===== src/logic/vtConsts.svh =====
`ifndef VT_CONSTS_SVH
`define VT_CONSTS_SVH

// ************************************************************
// Horizontal timing, in pixel counts.
// ************************************************************

// Last count of a line, 384 pixels in all.
`define VT_LINE_LAST    9'd383

// Last visible pixel. Blanking follows.
`define VT_ACTIVE_LAST  9'd255

// Sync pulse sits mid blanking.
`define VT_HS_POS       9'd319

// ************************************************************
// Vertical timing, in lines.
// ************************************************************

// Frame runs 0x08 to 0xFF, 248 lines.
`define VT_V_FIRST      8'h08
`define VT_V_LAST       8'hFF

// First blanked line, 16 lines of VBL.
`define VT_VBL_START    8'hF0

// VS covers this whole line.
`define VT_VS_LINE      8'hF8

// ************************************************************
// APB register map, byte addresses.
// ************************************************************

`define VT_ADDR_CTRL    12'h000   // Control, read/write.
`define VT_ADDR_STATUS  12'h004   // Line and blank, read only.
`define VT_ADDR_IRQ     12'h008   // Pending flag, write 1 clears.

`endif

===== src/logic/vtPkg.sv =====
`default_nettype none

package vtPkg;

    // Test pattern selection, CTRL bits 3:2.
    typedef enum logic [1:0] {
        PatBars  = 2'd0,    // Eight colour bars.
        PatGrid  = 2'd1,    // White 16 pixel grid.
        PatRamp  = 2'd2,    // Red/green gradient.
        PatBlack = 2'd3     // Screen off.
    } patternMode;

    // Decoded APB register.
    typedef enum logic [1:0] {
        RegCtrl   = 2'd0,
        RegStatus = 2'd1,
        RegIrq    = 2'd2,
        RegNone   = 2'd3    // Unmapped, reads zero.
    } regIndex;

endpackage

`default_nettype wire


===== src/logic/videoTimingTop.sv =====
`default_nettype none

// Video timing subsystem top.
module videoTimingTop import vtPkg::*; (
    input  wire logic        clk,
    input  wire logic        rstN,
    input  wire logic        psel,
    input  wire logic        penable,
    input  wire logic        pwrite,
    input  wire logic [11:0] paddr,
    input  wire logic [31:0] pwdata,
    output logic      [31:0] prdata,
    output logic             pready,
    output logic             hSync,
    output logic             vSync,
    output logic             hBlank,
    output logic             vBlank,
    output logic      [11:0] rgb,
    output logic      [5:0]  busPhase,
    output logic             irq
);

    logic       enable;
    logic       flip;
    logic [3:0] pixDiv;
    patternMode patMode;
    logic       pxlCen;     // Shared pixel enable.
    logic [7:0] hPos;
    logic [7:0] vPos;
    logic [7:0] vLine;

    pixelCenGen i_cen (
        .clk    (clk),
        .rstN   (rstN),
        .enable (enable),
        .pixDiv (pixDiv),
        .pxlCen (pxlCen)
    );

    rasterTiming i_timing (
        .clk      (clk),
        .rstN     (rstN),
        .pxlCen   (pxlCen),
        .flip     (flip),
        .hPos     (hPos),
        .vPos     (vPos),
        .vLine    (vLine),
        .hBlank   (hBlank),
        .vBlank   (vBlank),
        .hSync    (hSync),
        .vSync    (vSync),
        .busPhase (busPhase)
    );

    // Software view.
    apbVideoRegs i_regs (
        .clk     (clk),
        .rstN    (rstN),
        .psel    (psel),
        .penable (penable),
        .pwrite  (pwrite),
        .paddr   (paddr),
        .pwdata  (pwdata),
        .prdata  (prdata),
        .pready  (pready),
        .vBlank  (vBlank),
        .vLine   (vLine),
        .enable  (enable),
        .flip    (flip),
        .pixDiv  (pixDiv),
        .patMode (patMode),
        .irq     (irq)
    );

    testPattern i_pattern (
        .clk     (clk),
        .rstN    (rstN),
        .pxlCen  (pxlCen),
        .hPos    (hPos),
        .vPos    (vPos),
        .hBlank  (hBlank),
        .vBlank  (vBlank),
        .patMode (patMode),
        .rgb     (rgb)
    );

endmodule

`default_nettype wire


===== src/logic/testPattern.sv =====
`default_nettype none

// Test pattern colour, 4 bits per channel, R in the top nibble.
module testPattern import vtPkg::*; (
    input  wire logic       clk,
    input  wire logic       rstN,
    input  wire logic       pxlCen,
    input  wire logic [7:0] hPos,
    input  wire logic [7:0] vPos,
    input  wire logic       hBlank,
    input  wire logic       vBlank,
    input  wire patternMode patMode,
    output logic [11:0]     rgb
);

    logic [11:0] colour;
    logic        gridLine;

    assign gridLine = (hPos[3:0] == 4'd0) || (vPos[3:0] == 4'd0);

    // Colour rule per mode.
    always_comb begin
        case (patMode)
            PatBars:  colour = {{4{hPos[7]}}, {4{hPos[6]}}, {4{hPos[5]}}};  // Eight bars.
            PatGrid:  colour = gridLine ? 12'hFFF : 12'h000;
            PatRamp:  colour = {hPos[7:4], vPos[7:4], 4'h0};
            default:  colour = 12'h000;                                      // Black.
        endcase
    end

    // ************************************************************
    // Pixel register, black outside the active area.
    // ************************************************************

    always_ff @(posedge clk or negedge rstN) begin
        if (!rstN) begin
            rgb <= 12'h000;
        end else if (pxlCen) begin
            if (hBlank || vBlank) begin
                rgb <= 12'h000;
            end else begin
                rgb <= colour;
            end
        end
    end

endmodule

`default_nettype wire


===== src/logic/apbVideoRegs.sv =====
`default_nettype none

`include "vtConsts.svh"

// APB register block.
// CTRL: bit 0 enable, bit 1 flip, bits 3:2 pattern, bits 7:4 pixel divider.
// STATUS: bit 0 vBlank, bits 15:8 current line.
// IRQ: bit 0 pending, write 1 to clear.
module apbVideoRegs import vtPkg::*; (
    input  wire logic        clk,
    input  wire logic        rstN,
    input  wire logic        psel,
    input  wire logic        penable,
    input  wire logic        pwrite,
    input  wire logic [11:0] paddr,
    input  wire logic [31:0] pwdata,
    output logic      [31:0] prdata,
    output logic             pready,
    input  wire logic        vBlank,
    input  wire logic [7:0]  vLine,
    output logic             enable,
    output logic             flip,
    output logic      [3:0]  pixDiv,
    output patternMode       patMode,
    output logic             irq
);

    logic [7:0]  ctrl;
    logic        pending;       // Vertical blank interrupt.
    logic        vBlankD;       // For edge detect.
    logic        wrEn;
    logic        vblRise;
    regIndex     regSel;
    logic [31:0] rdData;

    assign pready = 1'b1;       // No wait states.
    assign wrEn   = psel && penable && pwrite;    // Access phase.
    assign vblRise = vBlank && !vBlankD;

    // Address decode.
    always_comb begin
        case (paddr)
            `VT_ADDR_CTRL:   regSel = RegCtrl;
            `VT_ADDR_STATUS: regSel = RegStatus;
            `VT_ADDR_IRQ:    regSel = RegIrq;
            default:         regSel = RegNone;
        endcase
    end

    // Read mux.
    always_comb begin
        case (regSel)
            RegCtrl:   rdData = {24'd0, ctrl};
            RegStatus: rdData = {16'd0, vLine, 7'd0, vBlank};
            RegIrq:    rdData = {31'd0, pending};
            default:   rdData = 32'd0;
        endcase
    end

    assign prdata = (psel && !pwrite) ? rdData : 32'd0;

    always_ff @(posedge clk or negedge rstN) begin
        if (!rstN) begin
            ctrl    <= 8'd0;
            pending <= 1'b0;
            vBlankD <= 1'b0;
        end else begin
            vBlankD <= vBlank;
            if (wrEn && (regSel == RegCtrl)) begin
                ctrl <= pwdata[7:0];
            end
            if (vblRise) begin
                pending <= 1'b1;        // Set beats clear.
            end else if (wrEn && (regSel == RegIrq) && pwdata[0]) begin
                pending <= 1'b0;
            end
        end
    end

    // Control fields.
    assign enable  = ctrl[0];
    assign flip    = ctrl[1];
    assign patMode = patternMode'(ctrl[3:2]);
    assign pixDiv  = ctrl[7:4];
    assign irq     = pending;

endmodule

`default_nettype wire


===== src/logic/rasterTiming.sv =====
`default_nettype none

`include "vtConsts.svh"

// Raster counters, blanking, sync and bus phase strobes.
module rasterTiming (
    input  wire logic       clk,
    input  wire logic       rstN,
    input  wire logic       pxlCen,
    input  wire logic       flip,
    output logic [7:0]      hPos,
    output logic [7:0]      vPos,
    output logic [7:0]      vLine,
    output logic            hBlank,
    output logic            vBlank,
    output logic            hSync,
    output logic            vSync,
    output logic [5:0]      busPhase
);

    logic [8:0] hCnt;       // Pixel within line.
    logic [7:0] vCnt;       // Line within frame.
    logic [8:0] nextH;
    logic [7:0] nextV;
    logic       lineEnd;
    logic [5:0] phaseNext;

    // ************************************************************
    // Next count. All outputs derive from it.
    // ************************************************************

    assign lineEnd = (hCnt == `VT_LINE_LAST);
    assign nextH   = lineEnd ? 9'd0 : hCnt + 9'd1;

    // Line steps on the wrap, 0xFF back to first line.
    always_comb begin
        nextV = vCnt;
        if (lineEnd) begin
            if (vCnt == `VT_V_LAST) begin
                nextV = `VT_V_FIRST;
            end else begin
                nextV = vCnt + 8'd1;
            end
        end
    end

    // Video memory slots on odd pixels, six of eight used.
    always_comb begin
        phaseNext = 6'd0;
        if (nextH[0] && (nextH[3:1] < 3'd6)) begin
            phaseNext[nextH[3:1]] = 1'b1;
        end
    end

    assign vLine = vCnt;    // Unflipped, for STATUS.

    // ************************************************************
    // Registered timing, one update per pixel.
    // ************************************************************

    always_ff @(posedge clk or negedge rstN) begin
        if (!rstN) begin
            hCnt     <= 9'd0;
            vCnt     <= `VT_V_FIRST;
            hPos     <= 8'd0;
            vPos     <= `VT_V_FIRST;
            hBlank   <= 1'b0;
            vBlank   <= 1'b0;
            hSync    <= 1'b0;
            vSync    <= 1'b0;
            busPhase <= 6'd0;
        end else if (pxlCen) begin
            hCnt     <= nextH;
            vCnt     <= nextV;
            hBlank   <= (nextH > `VT_ACTIVE_LAST);     // 256 to 383.
            vBlank   <= (nextV >= `VT_VBL_START);
            hSync    <= (nextH == `VT_HS_POS);         // Single pixel.
            vSync    <= (nextV == `VT_VS_LINE);        // Whole line.
            busPhase <= phaseNext;
            // Flip only mirrors the position, timing is unchanged.
            hPos     <= nextH[7:0] ^ {8{flip}};
            vPos     <= nextV ^ {8{flip}};
        end
    end

endmodule

`default_nettype wire


===== src/logic/pixelCenGen.sv =====
`default_nettype none

// Pixel clock enable. One pulse every pixDiv+1 clocks.
module pixelCenGen (
    input  wire logic       clk,
    input  wire logic       rstN,
    input  wire logic       enable,
    input  wire logic [3:0] pixDiv,
    output logic            pxlCen
);

    logic [3:0] cnt;        // Clocks left until next pulse.
    logic [3:0] divReg;     // Divider seen last cycle.

    // Pulse on the zero count only.
    assign pxlCen = enable && (cnt == 4'd0);

    always_ff @(posedge clk or negedge rstN) begin
        if (!rstN) begin
            cnt    <= 4'd0;
            divReg <= 4'd0;
        end else begin
            divReg <= pixDiv;
            if (!enable) begin
                cnt <= 4'd0;                // Stopped, first pulse right on enable.
            end else if (pixDiv != divReg) begin
                cnt <= pixDiv;              // New ratio, restart the period.
            end else if (cnt == 4'd0) begin
                cnt <= pixDiv;              // Reload.
            end else begin
                cnt <= cnt - 4'd1;
            end
        end
    end

endmodule

`default_nettype wire


===== config.mk =====
export PLATFORM = sky130hd
export DESIGN_NAME = videoTimingTop
export DESIGN_NICKNAME = d
export VERILOG_FILES = /design/src/logic/vtPkg.sv /design/src/logic/videoTimingTop.sv /design/src/logic/testPattern.sv /design/src/logic/apbVideoRegs.sv /design/src/logic/rasterTiming.sv /design/src/logic/pixelCenGen.sv
export VERILOG_INCLUDE_DIRS = /design/src /design/src/logic
export SDC_FILE = /design/constraint.sdc
export NUM_CORES = 1
export LEC_CHECK = 0
export ABC_AREA = 1
export BUFFER_PORTS_ARGS = -buffer_cell sky130_fd_sc_hd__buf_2
export CORE_MARGIN = 1
export CORE_UTILIZATION = 30
export CTS_CLUSTER_DIAMETER = 80
export CTS_CLUSTER_SIZE = 24
export DETAILED_ROUTE_END_ITERATION = 10
export MAX_ROUTING_LAYER = met4
export PLACE_DENSITY = 0.47
export SLEW_MARGIN = 10
export SYNTH_ARGS = -nofsm -noshare
export SYNTH_HDL_FRONTEND = slang
export SYNTH_HIERARCHICAL = 1
export SYNTH_SLANG_ARGS = --single-unit

===== constraint.sdc =====
create_clock -name clk -period 5.3 [get_ports clk]
set_input_delay 1.325 -clock clk [delete_from_list [all_inputs] [get_ports clk]]
set_output_delay 1.325 -clock clk [all_outputs]
set_load 0.1 [all_outputs]

-- Word-level counts from Yosys, hierarchy flattened
Cells that the tools add are included.
- output and inout port bits: 56
- word-level logic and storage cells: 74
- flip-flop bits (word level): 73
- input bits: 49
- reductions and logical operators: 21
- magnitude comparators: 5
- $add $sub $neg: 3
- mux-type cells: 17
- bitwise gates (word level): 2
- eq/ne operators: 11
- operators with widths (kind ; number):
    16-bit case mux with 3 select lines ; 1
    12-bit case mux with 3 select lines ; 1
    12-bit two-way mux ; 2
    9-bit == test, second input constant ; 2
    8-bit == test, second input constant ; 2
    16-bit two-way mux ; 1
    8-bit two-way mux ; 2
    8-bit bitwise XOR ; 2
    12-bit by 3-bit == test with 1-bit output, second input constant ; 1
    12-bit by 4-bit == test with 1-bit output, second input constant ; 1
    12-bit zero test ; 1
    4-bit zero test ; 3
    4-bit two-way mux ; 3
    1-bit logical AND ; 10
    9-bit by 1-bit adder with 9-bit output, second input constant ; 1
    9-bit by 8-bit > comparator with 1-bit output, second input constant ; 1
    9-bit two-way mux ; 1
    8-bit by 1-bit adder with 8-bit output, second input constant ; 1
    8-bit >= comparator, second input constant ; 1
    6-bit two-way mux ; 1
    2-bit case mux with 3 select lines ; 1
    2-bit by 1-bit == test with 1-bit output, second input constant ; 2
    2-bit == test, second input constant ; 2
    2-bit zero test ; 2
    other kinds (10) ; 14

-- Longest topological paths before layout
- depth after elaboration: 7
- mapped depth: 11
- mapped depth without buffers: 11

-- By module
The synthesis kept the hierarchy.
- by module, submodules not included (module ; sequential area each (sq um) ; cells each ; area each (sq um) ; times used):
    rasterTiming ; 1078.5 ; 321 ; 2442.3 ; 1
    apbVideoRegs ; 250.2 ; 117 ; 928.4 ; 1
    testPattern ; 225.2 ; 90 ; 591.8 ; 1
    pixelCenGen ; 200.2 ; 65 ; 491.7 ; 1

-- Worst setup path before layout
No wires, ideal clock.
- path kind: input to output
- from: input paddr[11]
- to: output prdata[1]
- path buffers: 0
- cell stages on the path: 5
- data arrival time: 3.163 ns
- data required time: 3.975 ns
- slack: 0.812 ns
- path through: nor2_1 -> nand2_2 -> nor2_8 -> nand4_2 -> nor2_1
- longest elaborated chain between the ends: 5
- elaborated cells between the ends (all ways): 9
- those cells by class: eq/ne: 4; mux: 3; reduce/logical: 2
- ends and longest elaborated chain (what ; RTL line ; source):
    from (decl) ; videoTimingTop.sv:10 ; input wire logic [11:0] paddr,
    12-bit by 4-bit == test with 1-bit output (tied with other cells) ; apbVideoRegs.sv:42 ; case (paddr)
    2-bit case mux with 3 select lines (*) ; apbVideoRegs.sv:42 ;
    2-bit == test (tied with other cells) ; apbVideoRegs.sv:52 ; case (regSel)
    16-bit case mux with 3 select lines (*) ; apbVideoRegs.sv:52 ;
    16-bit two-way mux (*) ; apbVideoRegs.sv:60 ; assign prdata = (psel && !pwrite) ? rdData : 32'd0;
    to (decl) ; videoTimingTop.sv:12 ; output logic [31:0] prdata,
Mark *: on every way between the ends. The rest lies on a longest branch, timed or not.

-- Worst setup path after layout
- from: input paddr[11]
- to: output prdata[4]
Same word-level chain as after synthesis.

==> qor.yml <==
critical-path-max-stage-delay_ps: 450
boundaryPins: 105
grt_pass1_vias: 3639
synth.most_common_cell: "nand2_1"
multi_input_area_um2: 2240
final-hold-violation-count: 0
route.met3.wl_um: 310
antenna_found_initial: 0
wl_met2_mm: 4.68
slew_violations: 0
finalWeightedCongestion: 0.839
tritoncts: "done"
cp_top_family: "simple AND/OR/NAND/NOR gates"
yosys.cell_types.count: 37
power_leakage_nw: 2.70
die_h_um: 124
slew_headroom: 0.292
grt_first_pass_wirelength_mm: 17.6
cts_sinks: 70
dr.pass1.iters: 9
syn_avg_cell_area_um2: 7.51
cp_max_fo: 8
ys_top_cells_by_count: "nand2_1 (186), dfrtp_1 (68), inv_1 (58)"
row_count: 44
synth_edf_count: 0
fillers: 1544
worstPathCellList: "buf_2, nor2_1, nand2_2, nor2_8, nand4_2, nor2_1, buf_2"
via_per_inst: 4.41
synth-seq-cells: 70
drt_iter0_drc: 207
post_cts_buffers: 0
fin_setup_tns_ps: 0
yosys_warnings: 6
cts-root-buf: "clkbuf_16"
routedLengthMet1_mm: 5.24
violations: "DRC"
die-area_um2: 15300
vdd_drop_max_mv: 0.148
synth_area_um2: 4450
die_x_um: 124
top_layer: "met4"
fmaxAchievable_mhz: 248
drc: 2
initial_utilization: 0.306
post-route-period-util: 0.762
clock_path_buffers: 2
dpl.hpwl_mm: 7.60
holdCritPathClass: "reg2reg"
synth_cells: 593
grt_max_degree: 47
yosysTopAreaCell: "dfrtp_1"
fin_util: 0.352
cp.required_ps: 3970
power.density_nw_per_um2: 234
drt_wl_total_mm: 10.3
path_class: "in2out"
cp_slowest_cell: "buf_2"
drive_above_1_share: 0.224
synth-async-reset-ratio: 1.00
numCtsBuffers: 9
setup_viol: 0
core_area_um2: 14500
worst-path-buf-inv: 2
cts_max_level: 3
yosysSeqAreaShare: 0.394
area_delta_synth_final_pct: 14.8
run_status: "finished with violations"
io_buffer_count: 63
critPathArrivalTime_ps: 2710
finalPower_w: 0.00119
maxCapViolCount: 0
ant_nets: 0
vias: 3703
wl_per_cell_um: 12.3
synth.top_cell.area_share: 0.382
worstSkewPairLatency_ps: 340
tightest_slew_ps: 1060
register_area_um2: 1750
post_cts_resized: 0
antenna_cells: 0
synthFlopType: "dfrtp_1"
skew_ps: 6.13
nets: 704
cp-start-kind: "input pin"
synthTopCellsByArea: "dfrtp_1 (38%), nand2_1 (16%), nand3_1 (5.8%)"
ctsHoldBuffers: 0
grt.overflow.total: 0
rsz0062_at_grt: "false"
globalRouteTotalUtil: 0.155
setup.worst_path.end_class: "output port"
fin_crit_ps: 4040
clk_pin_slew_ps: 50
routing by layer:
layer / vias to the layer above / track usage
met5: - / -
met4: 0 / 0.0625
met3: 8 / 0.0307
met2: 55 / 0.231
met1: 1693 / 0.204
li1: 1947 / -
cells by family after synthesis:
| kind of cell | count (synthesis) | synth area share |
|---|---|---|
| adders and majority gates | 4 | 0.0112 |
| xor gates and xnor gates | 14 | 0.0275 |
| other | 2 | 0.00169 |
| AOI/OAI and AO/OA | 54 | 0.0775 |
| and+or+nand+nor | 343 | 0.373 |
| DFF | 70 | 0.394 |
| buffers and inverters | 106 | 0.115 |
placed cells by master, fill, tap and decap left out, drive strengths merged:
master,synthesis,final
nand2,201,201
dfrtp,68,68
buf,27,67
nor2,67,67
inv,63,63
nand3,56,56
o21ai,44,44
conb,2,17
clkbuf,7,14
nand4,10,10
xor2,9,9
clkinv,8,9
nor3b,8,8
a31oi,8,8
xnor2,5,5
ha,4,4
dfstp,2,2
a21oi,1,1
o211ai,1,1
nand3b,1,1
report_power, final:
| group | internal (W) | total (W) | switching [W] |
|---|---|---|---|
| Clock | 0.000339 | 0.000558 | 0.000218 |
| Sequential | 0.000538 | 0.000540 | 0.00000207 |
| Combinational | 0.0000133 | 0.0000963 | 0.0000830 |
worst paths after layout:
kind / slack, ps / to / depth (start not counted) / start
setup reg to reg: 2860 / i_timing/busPhase[0] / 10 / i_cen/cnt[0]
hold / removal: 410 / i_regs/irq / 1 / i_regs/vBlankD
setup / recovery: 1260 / prdata[4] / 7 / paddr[11]
hold reg to reg: 410 / i_regs/irq / 1 / i_regs/vBlankD
max in group asynchronous: 3130 / i_timing/vLine[3] / 2 / rstN
min in group asynchronous: 1190 / i_pattern/rgb[5] / 1 / rstN
flip-flops by register name, indices dropped and copies added, names as in the netlist:
register and cells:
i_cen/divReg 4, i_timing/hSync 1, i_cen/cnt 4, i_timing/hBlank 1, i_timing/vPos 8, i_timing/vBlank 1, i_timing/vSync 1, i_timing/busPhase 6
i_timing/vLine 8, i_regs/ctrl 8, i_timing/hCnt 9, i_regs/vBlankD 1, i_regs/irq 1, i_pattern/rgb 9, i_timing/hPos 8
metrics by stage:
step | instances | instance area, um^2 | worst slack (ps) | hold slack (ps)
floorplan | 608 | 4510 | 812 | 392
global placement | 824 | 4840 | 1270 | 396
detailed placement | 824 | 4840 | 1270 | 406
CTS | 839 | 5110 | 1270 | 413
global route | 839 | 5110 | 1130 | 416
finish | 839 | 5110 | 1260 | 409
cell type report:
cell class | count | share of cell area
flip-flops and latches | 70 | 0.343
repair buffers | 67 | 0.0675
inverters | 71 | 0.0526
clock buffers | 14 | 0.0516
clock inverters | 1 | 0.000979
well taps | 184 | 0.0450
multi-input cells | 432 | 0.439
Power figures use the tool's default switching activity.
